<file path="src/ising_pkg.sv">
////////////////////////////////////////////////////////////
// shared sizes, address map and port structs of the Ising
// annealer core, imported by every block of the core
////////////////////////////////////////////////////////////

package ising_pkg;

    localparam int NUM_SPIN   = 16;
    localparam int BIT_J      = 4;
    localparam int J_ROW_W    = NUM_SPIN * BIT_J;    // one coupling row
    localparam int FLIP_DEPTH = 8;
    localparam int ADDR_W     = 8;
    localparam int CNT_W      = 8;

    localparam int IDX_W   = $clog2(NUM_SPIN);       // row index, also covers icons
    localparam int FLIP_AW = $clog2(FLIP_DEPTH);
    localparam int ICON_W  = $clog2(FLIP_DEPTH + 1); // icon count 1..FLIP_DEPTH

    // host address map, one word per row or icon
    localparam logic [ADDR_W-1:0] J_BASE    = 8'h00;
    localparam logic [ADDR_W-1:0] FLIP_BASE = 8'h10;

    typedef enum logic [1:0] {
        IDLE,
        LOAD,    // J rows onto the analog write lines
        COMPUTE, // flip icons into the spin register
        DONE
    } seq_state_e;

    typedef struct packed {
        logic [ADDR_W-1:0]  addr;
        logic [J_ROW_W-1:0] data;   // icons use the low NUM_SPIN bits
    } host_wr_t;

    typedef struct packed {
        logic [ICON_W-1:0]   icon_count;
        logic [CNT_W-1:0]    dt_cycles;    // hold per J row, at least 1
        logic [CNT_W-1:0]    cmpt_cycles;  // gap after each result
        logic [NUM_SPIN-1:0] spin_init;
    } run_cfg_t;

    typedef struct packed {
        logic [NUM_SPIN-1:0] j_wwl;  // one-hot row select
        logic [J_ROW_W-1:0]  wbl;
    } analog_wr_t;

endpackage

</file>
<file path="src/ising_core.sv">
////////////////////////////////////////////////////////////
// top level of the Ising annealer core, host write port,
// start port with a run configuration, analog write lines
// and the spin result stream
////////////////////////////////////////////////////////////

`timescale 1ns/1ps

module ising_core (
    input  logic                           clk_i,
    input  logic                           arst_n_i,
    input  logic                           host_valid_i,
    output logic                           host_ready_o,
    input  ising_pkg::host_wr_t            host_req_i,
    output logic                           host_err_o,
    input  logic                           start_valid_i,
    output logic                           start_ready_o,
    input  ising_pkg::run_cfg_t            start_cfg_i,
    output ising_pkg::analog_wr_t          analog_o,
    output logic                           spin_valid_o,
    input  logic                           spin_ready_i,
    output logic [ising_pkg::NUM_SPIN-1:0] spin_o
);
    import ising_pkg::*;

    seq_state_e          state;
    run_cfg_t            run_cfg;
    logic                start_fire;
    logic                j_we;
    logic                flip_we;
    logic [IDX_W-1:0]    waddr;
    logic [J_ROW_W-1:0]  wdata;
    logic [IDX_W-1:0]    index;
    logic                j_ren;
    logic [J_ROW_W-1:0]  j_rdata;
    logic                flip_ren;
    logic                flip_rvalid;
    logic [FLIP_AW-1:0]  flip_raddr;
    logic [NUM_SPIN-1:0] flip_rdata;
    logic                hold_done;
    logic                row_last;
    logic                icon_last;
    logic                result_taken;

    ////////////////////////////////////////////////////////////
    // host path and L1 memories
    ////////////////////////////////////////////////////////////
    ising_host_xbar u_host_xbar (
        .host_valid_i (host_valid_i),
        .host_req_i   (host_req_i),
        .state_i      (state),
        .host_ready_o (host_ready_o),
        .host_err_o   (host_err_o),
        .j_we_o       (j_we),
        .flip_we_o    (flip_we),
        .waddr_o      (waddr),
        .wdata_o      (wdata)
    );

    ising_l1_mem #(.DEPTH(NUM_SPIN), .WIDTH(J_ROW_W)) u_j_mem (
        .clk_i   (clk_i),
        .we_i    (j_we),
        .waddr_i (waddr),
        .wdata_i (wdata),
        .re_i    (j_ren),
        .raddr_i (index),
        .rdata_o (j_rdata)
    );

    ising_l1_mem #(.DEPTH(FLIP_DEPTH), .WIDTH(NUM_SPIN)) u_flip_mem (
        .clk_i   (clk_i),
        .we_i    (flip_we),
        .waddr_i (waddr[FLIP_AW-1:0]),
        .wdata_i (wdata[NUM_SPIN-1:0]),
        .re_i    (flip_ren),
        .raddr_i (flip_raddr),
        .rdata_o (flip_rdata)
    );

    ////////////////////////////////////////////////////////////
    // sequencer, timer and datapaths
    ////////////////////////////////////////////////////////////
    ising_seq_fsm u_seq_fsm (
        .clk_i          (clk_i),
        .arst_n_i       (arst_n_i),
        .start_valid_i  (start_valid_i),
        .start_ready_o  (start_ready_o),
        .cfg_i          (start_cfg_i),
        .cfg_o          (run_cfg),
        .start_fire_o   (start_fire),
        .row_last_i     (row_last),
        .icon_last_i    (icon_last),
        .hold_done_i    (hold_done),
        .result_taken_i (result_taken),
        .index_i        (index),
        .mem_we_i       ({flip_we, j_we}),
        .state_o        (state),
        .j_ren_o        (j_ren),
        .flip_ren_o     (flip_ren),
        .flip_rvalid_o  (flip_rvalid),
        .flip_raddr_o   (flip_raddr)
    );

    ising_step_timer u_step_timer (
        .clk_i          (clk_i),
        .arst_n_i       (arst_n_i),
        .state_i        (state),
        .cfg_i          (run_cfg),
        .result_taken_i (result_taken),
        .index_o        (index),
        .hold_done_o    (hold_done),
        .row_last_o     (row_last),
        .icon_last_o    (icon_last)
    );

    ising_weight_loader u_weight_loader (
        .clk_i     (clk_i),
        .arst_n_i  (arst_n_i),
        .state_i   (state),
        .index_i   (index),
        .j_rdata_i (j_rdata),
        .analog_o  (analog_o)
    );

    ising_spin_update u_spin_update (
        .clk_i          (clk_i),
        .arst_n_i       (arst_n_i),
        .start_fire_i   (start_fire),
        .spin_init_i    (start_cfg_i.spin_init),
        .flip_rvalid_i  (flip_rvalid),
        .flip_rdata_i   (flip_rdata),
        .spin_valid_o   (spin_valid_o),
        .spin_ready_i   (spin_ready_i),
        .spin_o         (spin_o),
        .result_taken_o (result_taken)
    );

endmodule

</file>
<file path="src/ising_host_xbar.sv">
////////////////////////////////////////////////////////////
// host write decoder, steers each write beat onto the J
// memory or the flip memory and flags unmapped addresses
////////////////////////////////////////////////////////////

`timescale 1ns/1ps

module ising_host_xbar (
    input  logic                          host_valid_i,
    input  ising_pkg::host_wr_t           host_req_i,
    input  ising_pkg::seq_state_e         state_i,
    output logic                          host_ready_o,
    output logic                          host_err_o,
    output logic                          j_we_o,
    output logic                          flip_we_o,
    output logic [ising_pkg::IDX_W-1:0]   waddr_o,
    output logic [ising_pkg::J_ROW_W-1:0] wdata_o
);
    import ising_pkg::*;

    logic [ADDR_W-1:0] j_off;
    logic [ADDR_W-1:0] flip_off;
    logic              j_hit;
    logic              flip_hit;
    logic              fire;

    assign host_ready_o = (state_i == IDLE);  // memories belong to the sequencer otherwise
    assign fire         = host_valid_i & host_ready_o;

    // offsets below a base wrap around and miss the range check
    assign j_off    = host_req_i.addr - J_BASE;
    assign flip_off = host_req_i.addr - FLIP_BASE;
    assign j_hit    = (j_off < ADDR_W'(NUM_SPIN));
    assign flip_hit = (flip_off < ADDR_W'(FLIP_DEPTH));

    assign j_we_o     = fire & j_hit;
    assign flip_we_o  = fire & flip_hit;
    assign host_err_o = fire & ~j_hit & ~flip_hit;

    assign waddr_o = host_req_i.addr[IDX_W-1:0];  // both bases are aligned to their region
    assign wdata_o = host_req_i.data;

endmodule

</file>
<file path="src/ising_l1_mem.sv">
////////////////////////////////////////////////////////////
// simple dual port L1 memory, one write port and one read
// port, read data registered one cycle after re_i
// rdata_o holds its value while re_i is low
////////////////////////////////////////////////////////////

`timescale 1ns/1ps

module ising_l1_mem #(
    parameter int  DEPTH = 16,
    parameter int  WIDTH = 32,
    localparam int AW    = (DEPTH > 1) ? $clog2(DEPTH) : 1
) (
    input  logic             clk_i,
    input  logic             we_i,
    input  logic [AW-1:0]    waddr_i,
    input  logic [WIDTH-1:0] wdata_i,
    input  logic             re_i,
    input  logic [AW-1:0]    raddr_i,
    output logic [WIDTH-1:0] rdata_o
);

    logic [WIDTH-1:0] mem [DEPTH];

    always_ff @(posedge clk_i) begin
        if (we_i) begin
            mem[waddr_i] <= wdata_i;
        end
    end

    always_ff @(posedge clk_i) begin
        if (re_i) begin
            rdata_o <= mem[raddr_i];  // one cycle of read latency
        end
    end

endmodule

</file>
<file path="src/ising_seq_fsm.sv">
////////////////////////////////////////////////////////////
// phase sequencer of the core, IDLE -> LOAD -> COMPUTE ->
// DONE, latches the run configuration at start and issues
// the J row reads and the flip icon reads
////////////////////////////////////////////////////////////

`timescale 1ns/1ps

module ising_seq_fsm (
    input  logic                          clk_i,
    input  logic                          arst_n_i,
    input  logic                          start_valid_i,
    output logic                          start_ready_o,
    input  ising_pkg::run_cfg_t           cfg_i,
    output ising_pkg::run_cfg_t           cfg_o,
    output logic                          start_fire_o,
    input  logic                          row_last_i,
    input  logic                          icon_last_i,
    input  logic                          hold_done_i,
    input  logic                          result_taken_i,
    input  logic [ising_pkg::IDX_W-1:0]   index_i,
    input  logic [1:0]                    mem_we_i,     // {flip, j} host writes
    output ising_pkg::seq_state_e         state_o,
    output logic                          j_ren_o,
    output logic                          flip_ren_o,
    output logic                          flip_rvalid_o,
    output logic [ising_pkg::FLIP_AW-1:0] flip_raddr_o
);
    import ising_pkg::*;

    seq_state_e state_q;
    seq_state_e state_d;
    run_cfg_t   cfg_q;
    logic       rd_go_q;  // pulses once per icon

    assign start_ready_o = (state_q == IDLE);
    assign start_fire_o  = start_valid_i & start_ready_o;

    always_comb begin
        state_d = state_q;
        case (state_q)
            IDLE:    if (start_fire_o) state_d = LOAD;
            LOAD:    if (hold_done_i && row_last_i) state_d = COMPUTE;
            COMPUTE: if (result_taken_i && icon_last_i) state_d = DONE;
            default: state_d = IDLE;  // DONE lasts one cycle
        endcase
    end

    always_ff @(posedge clk_i or negedge arst_n_i) begin
        if (!arst_n_i) begin
            state_q       <= IDLE;
            rd_go_q       <= 1'b0;
            flip_rvalid_o <= 1'b0;
        end else begin
            state_q       <= state_d;
            // first read right after the last row, then one per finished gap
            rd_go_q       <= (state_q == LOAD && hold_done_i && row_last_i) ||
                             (state_q == COMPUTE && hold_done_i && !icon_last_i);
            flip_rvalid_o <= flip_ren_o;  // matches memory read latency
        end
    end

    always_ff @(posedge clk_i) begin
        if (start_fire_o) begin
            cfg_q <= cfg_i;
        end
    end

    assign cfg_o        = cfg_q;
    assign state_o      = state_q;
    assign j_ren_o      = (state_q == LOAD);  // row index is stable over its hold
    assign flip_ren_o   = rd_go_q;
    assign flip_raddr_o = index_i[FLIP_AW-1:0];

    // the host must never write a memory that the sequencer is reading
    a_host_idle: assert property (@(posedge clk_i) disable iff (!arst_n_i)
        (mem_we_i != 2'b00) |-> (state_q == IDLE));

endmodule

</file>
<file path="src/ising_spin_update.sv">
////////////////////////////////////////////////////////////
// spin register, loaded with spin_init at start and XORed
// with each flip icon, every update goes out as one beat
// of a valid/ready stream
////////////////////////////////////////////////////////////

`timescale 1ns/1ps

module ising_spin_update (
    input  logic                           clk_i,
    input  logic                           arst_n_i,
    input  logic                           start_fire_i,
    input  logic [ising_pkg::NUM_SPIN-1:0] spin_init_i,
    input  logic                           flip_rvalid_i,
    input  logic [ising_pkg::NUM_SPIN-1:0] flip_rdata_i,
    output logic                           spin_valid_o,
    input  logic                           spin_ready_i,
    output logic [ising_pkg::NUM_SPIN-1:0] spin_o,
    output logic                           result_taken_o
);

    assign result_taken_o = spin_valid_o & spin_ready_i;

    always_ff @(posedge clk_i) begin
        if (start_fire_i) begin
            spin_o <= spin_init_i;
        end else if (flip_rvalid_i) begin
            spin_o <= spin_o ^ flip_rdata_i;  // flip the marked spins
        end
    end

    // the sequencer issues no new icon before the handshake
    always_ff @(posedge clk_i or negedge arst_n_i) begin
        if (!arst_n_i) begin
            spin_valid_o <= 1'b0;
        end else if (flip_rvalid_i) begin
            spin_valid_o <= 1'b1;
        end else if (result_taken_o) begin
            spin_valid_o <= 1'b0;
        end
    end

    a_stall_stable: assert property (@(posedge clk_i) disable iff (!arst_n_i)
        (spin_valid_o && !spin_ready_i) |=> (spin_valid_o && $stable(spin_o)));

endmodule

</file>
<file path="src/ising_step_timer.sv">
////////////////////////////////////////////////////////////
// cycle timer of both phases, holds each J row for
// dt_cycles and waits cmpt_cycles after each result,
// the row or icon index advances when a hold ends
////////////////////////////////////////////////////////////

`timescale 1ns/1ps

module ising_step_timer (
    input  logic                        clk_i,
    input  logic                        arst_n_i,
    input  ising_pkg::seq_state_e       state_i,
    input  ising_pkg::run_cfg_t         cfg_i,
    input  logic                        result_taken_i,
    output logic [ising_pkg::IDX_W-1:0] index_o,
    output logic                        hold_done_o,
    output logic                        row_last_o,
    output logic                        icon_last_o
);
    import ising_pkg::*;

    logic [CNT_W-1:0] cnt_q;
    logic             holding_q;  // inside the gap after a result

    always_comb begin
        hold_done_o = 1'b0;
        if (state_i == LOAD) begin
            hold_done_o = (cnt_q == cfg_i.dt_cycles - CNT_W'(1));
        end else if (state_i == COMPUTE) begin
            // a zero gap ends on the handshake itself
            hold_done_o = holding_q ? (cnt_q == cfg_i.cmpt_cycles - CNT_W'(1))
                                    : (result_taken_i && cfg_i.cmpt_cycles == '0);
        end
    end

    assign row_last_o  = (index_o == IDX_W'(NUM_SPIN - 1));
    assign icon_last_o = (index_o == IDX_W'(cfg_i.icon_count - 1'b1));

    always_ff @(posedge clk_i or negedge arst_n_i) begin
        if (!arst_n_i) begin
            cnt_q     <= '0;
            holding_q <= 1'b0;
            index_o   <= '0;
        end else if (state_i == LOAD || state_i == COMPUTE) begin
            if (hold_done_o) begin
                cnt_q     <= '0;
                holding_q <= 1'b0;
                index_o   <= (state_i == LOAD && row_last_o) ? '0 : index_o + 1'b1;
            end else if (state_i == LOAD || holding_q) begin
                cnt_q <= cnt_q + 1'b1;
            end else if (result_taken_i) begin
                holding_q <= 1'b1;
            end
        end else begin
            cnt_q     <= '0;  // idle and done start every run from zero
            holding_q <= 1'b0;
            index_o   <= '0;
        end
    end

endmodule

</file>
<file path="src/ising_weight_loader.sv">
////////////////////////////////////////////////////////////
// drives the analog write lines in LOAD, the word line is
// registered alongside the J memory read so wbl and j_wwl
// line up one cycle after each read
////////////////////////////////////////////////////////////

`timescale 1ns/1ps

module ising_weight_loader (
    input  logic                          clk_i,
    input  logic                          arst_n_i,
    input  ising_pkg::seq_state_e         state_i,
    input  logic [ising_pkg::IDX_W-1:0]   index_i,
    input  logic [ising_pkg::J_ROW_W-1:0] j_rdata_i,  // row held in the memory read register
    output ising_pkg::analog_wr_t         analog_o
);
    import ising_pkg::*;

    logic [NUM_SPIN-1:0] wwl_q;

    always_ff @(posedge clk_i or negedge arst_n_i) begin
        if (!arst_n_i) begin
            wwl_q <= '0;
        end else if (state_i == LOAD) begin
            wwl_q <= {{(NUM_SPIN-1){1'b0}}, 1'b1} << index_i;
        end else begin
            wwl_q <= '0;
        end
    end

    assign analog_o.j_wwl = wwl_q;
    assign analog_o.wbl   = (|wwl_q) ? j_rdata_i : '0;  // quiet bit lines outside LOAD

    a_wwl_onehot: assert property (@(posedge clk_i) disable iff (!arst_n_i)
        $onehot0(analog_o.j_wwl));

    // rows only hold, step up by one, or end
    a_wwl_order: assert property (@(posedge clk_i) disable iff (!arst_n_i)
        (analog_o.j_wwl != '0) |=> (analog_o.j_wwl == '0) ||
        (analog_o.j_wwl == $past(analog_o.j_wwl)) ||
        (analog_o.j_wwl == $past(analog_o.j_wwl) << 1));

endmodule

</file>
<file path="config.mk">
export PLATFORM = sky130hd
export DESIGN_NAME = ising_core
export DESIGN_NICKNAME = d
export VERILOG_FILES = /design/src/ising_pkg.sv /design/src/ising_core.sv /design/src/ising_host_xbar.sv /design/src/ising_l1_mem.sv /design/src/ising_seq_fsm.sv /design/src/ising_spin_update.sv /design/src/ising_step_timer.sv /design/src/ising_weight_loader.sv
export SDC_FILE = /design/constraint.sdc
export NUM_CORES = 1
export LEC_CHECK = 0
export BUFFER_PORTS_ARGS = -buffer_cell sky130_fd_sc_hd__buf_2
export CORE_MARGIN = 2
export CORE_UTILIZATION = 60
export CTS_CLUSTER_SIZE = 40
export DETAILED_ROUTE_END_ITERATION = 16
export GPL_TIMING_DRIVEN = 0
export MAX_ROUTING_LAYER = met4
export PLACE_DENSITY = 0.75
export SLEW_MARGIN = 25
export SYNTH_ARGS = -nofsm -noshare
export SYNTH_HDL_FRONTEND = slang
export SYNTH_HIERARCHICAL = 1
export SYNTH_SLANG_ARGS = --single-unit
</file>
<file path="constraint.sdc">
create_clock -name clk_i -period 7.8 [get_ports clk_i]
set_clock_uncertainty 0.2 [all_clocks]
set_input_delay 0 -clock clk_i [delete_from_list [all_inputs] [get_ports clk_i]]
set_output_delay 0 -clock clk_i [all_outputs]
set_load 0.01 [all_outputs]
</file>
# Yosys cells after proc, flatten, opt, wreduce, memory -nomap -nowiden
# Memory sizes are Yosys's and may differ from the RTL's. A register that Yosys moved wholly into a read port is not among the register bits.
# Index checks and enable logic that the tools add are counted.
# classes
bitwise	10
reduce_logical	19
magnitude_cmp	2
eq_ne	13
mux	27
add_sub_neg	6
shifts	1
# op_table
op	n
$mux 64	1
$mux 16	3
$mux 8	3
$eq 8x8->1	2
$reduce_or 16->1	1
$shl 1x4->16 const A	1
$sub 8x1->8 const B	2
$xor 16x16->16	1
$mux 1	13
$mux 4	3
$ne 3x3->1 const B	3
$add 8x1->8 const B	1
$logic_and 1x1->1	8
$logic_not 8->1	1
$lt 8x4->1 const B	1
$lt 8x5->1 const B	1
$sub 8x5->8 const B	1
$and 1x1->1	7
$mux 2	3
$pmux 2 s3	1
$add 4x1->4 const B	1
$eq 4x4->1	1
$eq 4x4->1 const B	1
$ne 2x1->1 const B	2
11 further kinds	16
# totals
in_bits	113
ramBits	1152
elab_cells	92
regBits	70
mem_count	2
out_inout_bits	100
# memory_table
memory	words	width	rd	rd_clocked_by_memory_dff	write_ports	line	rtl
u_j_mem.mem	16	64	1	1	1	ising_l1_mem.sv:23	logic [WIDTH-1:0] mem [DEPTH];
u_flip_mem.mem	8	16	1	1	1	ising_l1_mem.sv:23	

# Longest topological paths before layout
# logic_depth
ltp_word	8
depth_mapped	10
depth_no_buf	10

# Cells and area by module
# The synthesis kept the hierarchy.
# modules_own_cells
mod	seq_area_each_um2	cells_per_inst	n_inst	area_each_um2
ising_l1_mem (u_j_mem)	32671.3	1647	1	40222.3
ising_l1_mem (u_flip_mem)	4324.1	214	1	5454.0
ising_weight_loader	400.4	199	1	1843.0
ising_step_timer	325.3	164	1	1371.3
ising_seq_fsm	1181.1	58	1	1327.5
ising_spin_update	505.5	72	1	829.5
ising_host_xbar	0.0	75	1	561.8

# Worst setup path before layout
# OpenSTA, ideal clock, no wires.
# synth_timing
path_type	register -> register
startpoint	reg u_seq_fsm.state_q[1] (netlist: u_seq_fsm/state_o[1])
endpoint	mem u_j_mem/mem[0][0] (netlist name), enable pin
stages_incl_launch_ff	5
t_required_ps	7035
arrival_time_ps	6036
setup_slack_ps	999
n_path_buf	0
period_less_slack_ps	6801
setup_time_ps	565
cell_sequence	dfrtp_1 > or3b_1 > nor3_1 > or3b_2 > nor3_1
# synth_between
elab_chain_len	5
# synth_lines
element	line	rtl
from (decl)	ising_seq_fsm.sv:31	seq_state_e state_q;
from (signal assigned)	ising_seq_fsm.sv:55	state_q <= state_d;
$logic_not 2->1	ising_host_xbar.sv:27	assign host_ready_o = (state_i == IDLE);
$and 1x1->1	ising_host_xbar.sv:28	assign fire = host_valid_i & host_ready_o;
$and 1x1->1	ising_host_xbar.sv:36	assign j_we_o = fire & j_hit;
net j_we	ising_core.sv:29	logic j_we;
$mux 1	ising_l1_mem.sv:26	if (we_i) begin
$mux 1 (not written as such)	ising_l1_mem.sv:27	mem[waddr_i] <= wdata_i;
to (decl)	ising_l1_mem.sv:23	
# The timed path passes the listed nets, and every way through them passes these cells.

# Worst setup path in the final report
# layout_timing
startpoint	reg u_seq_fsm.state_q[0] (netlist: u_seq_fsm/state_o[0])
endpoint	mem u_j_mem/mem[4][48] (netlist name), enable pin
# The elaborated chain is that of the path after synthesis.

==> qor.csv <==
metric;value;unit
finalCriticalPeriod;4.69;ns
worst_slew_pin_slew;1.06;ns
drv_slew;0;
cts_buffers;132;
cts.path.max_buffers;3;
grt_first_pass_wirelength;184000;um
drc;0;
multi_input_area;0.0107;mm2
reg2reg_depth;9;
path_clk_slew;0.06;ns
cts_tree;done;
syn_to_final_growth;20.0;%
path_max_fanout;9;
cap_violations;0;
hold_path_class;primary input to flip-flop;
synth_cells;2413;
io_buffer_count;145;
ir_drop;0.228;mV
critPathCaptureType;flip-flop;
holdWs;0.0227;ns
cts.sinks;1302;
clk_latency;0.74;ns
syn-cell-area;0.0511;mm2
root_buffer;clkbuf_16;
cellLeakagePower;20.2;nW
first_iter_violations;3330;
ios;213;
fmax;213;MHz
die_w;296;um
hold_viol;0;
critPathLaunchType;flip-flop;
firstDrtPassIters;5;
core-area;0.0847;mm2
yosys_warnings;6;
wl;127000;um
dieArea;0.0876;mm2
hpwl;75900;um
start_util;60.3;%
row_count;107;
overflow;0;
place.gp.congestion;0.796;
viasPerCell;6.41;
grt_pass1_vias;28179;
num_vias;27335;
critPathKind;flip-flop to flip-flop;
syn_nets;2536;
avgSynthCellArea;21.2;um2
cts.htree.levels;4;
fillers;4730;
fp.dieH;296;um
final-setup-viol-count;0;
rsz0062_at_grt;false;
drive_gt1_share;29.5;%
dpl_cell_area;0.0552;mm2
detail_route.wl_per_cell;29.9;um
required;8.04;ns
power_density;247;mW/mm2
critPathArrivalTime;4.93;ns
ff_latch_area;0.0389;mm2
period_share;60.1;%
drt.antenna.violating_nets;0;
outcome;finished clean;
track_usage;30.5;%
final_nets;3132;
hold-path-cell-count;2;
finalPower;15.2;mW
post_cts_buffers;0;
slew_headroom;29.6;%
stdcell_area;0.0613;mm2
grt_max_degree;38;
antenna_found_initial;12;
-- flip-flops by register name, indices dropped and copies added (netlist names), 2 cells and up --
name,cells
u_step_timer/cnt_q,8
u_spin_update/spin_o,16
u_flip_mem/rdata_o,16
u_j_mem/mem,1024
u_weight_loader/wwl_q,16
u_flip_mem/mem,128
u_seq_fsm/cfg_o,20
u_step_timer/index_o,4
u_seq_fsm/state_o,2
u_j_mem/rdata_o,64
-- critical path, stage by stage (launching register included) --
cell and delay, ns:
dfrtp_1 0.51, or3b_1 0.50, nor3_1 0.77, nand3b_1 0.54
nor3_2 0.77, buf_4 0.33, buf_4 0.22, buf_4 0.20
buf_4 0.18, buf_4 0.17
-- power breakdown --
| part | leakage (nW) | switching [mW] | internal, mW |
|---|---|---|---|
| combinational | 6.32 | 0.724 | 0.480 |
| sequential | 11.9 | 0.0912 | 7.87 |
| clock | 1.97 | 2.60 | 3.39 |
-- placed cells by master, fill, tap and decap left out, types with 10 or more instances in the layout --
cell / n
clkbuf_16: 137
clkinv_2: 17
buf_16: 35
xor2_1: 12
nor2_4: 12
nor2_1: 21
dfrtp_1: 34
a22oi_1: 128
mux4_1: 28
nand2b_1: 10
nand2_1: 96
nor3_1: 12
dlygate4sd3_1: 201
diode_2: 13
a41oi_1: 34
o21ai_0: 17
a41oi_2: 30
buf_2: 168
clkbuf_1: 84
buf_4: 131
buf_1: 20
xnor2_1: 33
edfxtp_1: 1268
buf_12: 15
inv_1: 84
mux2_2: 16
clkinv_1: 28
buf_6: 40
mux4_2: 260
-- per-layer routing --
layer | routed length [um] | up-vias | GRT usage, %
met2 | 64200 | 1584 | 48.9
met4 | 3980 | 0 | 10.9
met5 | 0 | - | -
met3 | 12000 | 252 | 5.25
met1 | 47200 | 14339 | 40.0
li1 | - | 11160 | -
-- layout make-up --
cell class | count | share of cell area [%]
Tap cell | 1144 | 2.33
Sequential cell | 1302 | 63.5
Clock inverter | 58 | 0.757
Multi-Input combinational cell | 828 | 17.5
Clock buffer | 175 | 5.82
Antenna cell | 13 | 0.0530
Timing Repair Buffer | 462 | 7.44
Buffer | 199 | 2.12
Inverter | 84 | 0.514
-- final timing paths --
kind | slack, ns | from | end
hold reg to reg | 0.28 | u_seq_fsm/flip_rvalid_o$_DFF_PN0_ | u_spin_update/spin_valid_o$_DFFE_PN0P_
setup / recovery | 3.11 | u_seq_fsm/state_o[0]$_DFFE_PN0P_ | u_j_mem/mem[4][48]$_DFFE_PP_
min in group asynchronous | 0.14 | arst_n_i | u_weight_loader/wwl_q[12]$_DFF_PN0_
max in group asynchronous | 7.08 | arst_n_i | u_step_timer/cnt_q[5]$_DFFE_PN0P_
hold / removal | 0.02 | host_req_i[4] | u_j_mem/mem[9][4]$_DFFE_PP_
setup reg to reg | 3.11 | u_seq_fsm/state_o[0]$_DFFE_PN0P_ | u_j_mem/mem[4][48]$_DFFE_PP_
-- through the flow --
step | worst slack [ns] | TNS, ns | util, % | instances
after detailed placement | 3.47 | 0 | 65.2 | 3817
after CTS | 3.25 | 0 | 72.3 | 4252
after global placement | -4.52 | -1583.34 | 62.9 | 3702
after floorplan | 0.999 | 0 | - | 2413
final | 3.11 | 0 | 72.4 | 4265
after global routing | 3.11 | 0 | 72.4 | 4263
-- timing repair --
| action | 4_1_cts | 5_1_grt |
|---|---|---|
| resized for setup | 0 | 0 |
| hold buffers | 202 | 0 |
| endpoints found under the hold margin | 1601 | 0 |
Power figures use the tool's default switching activity.
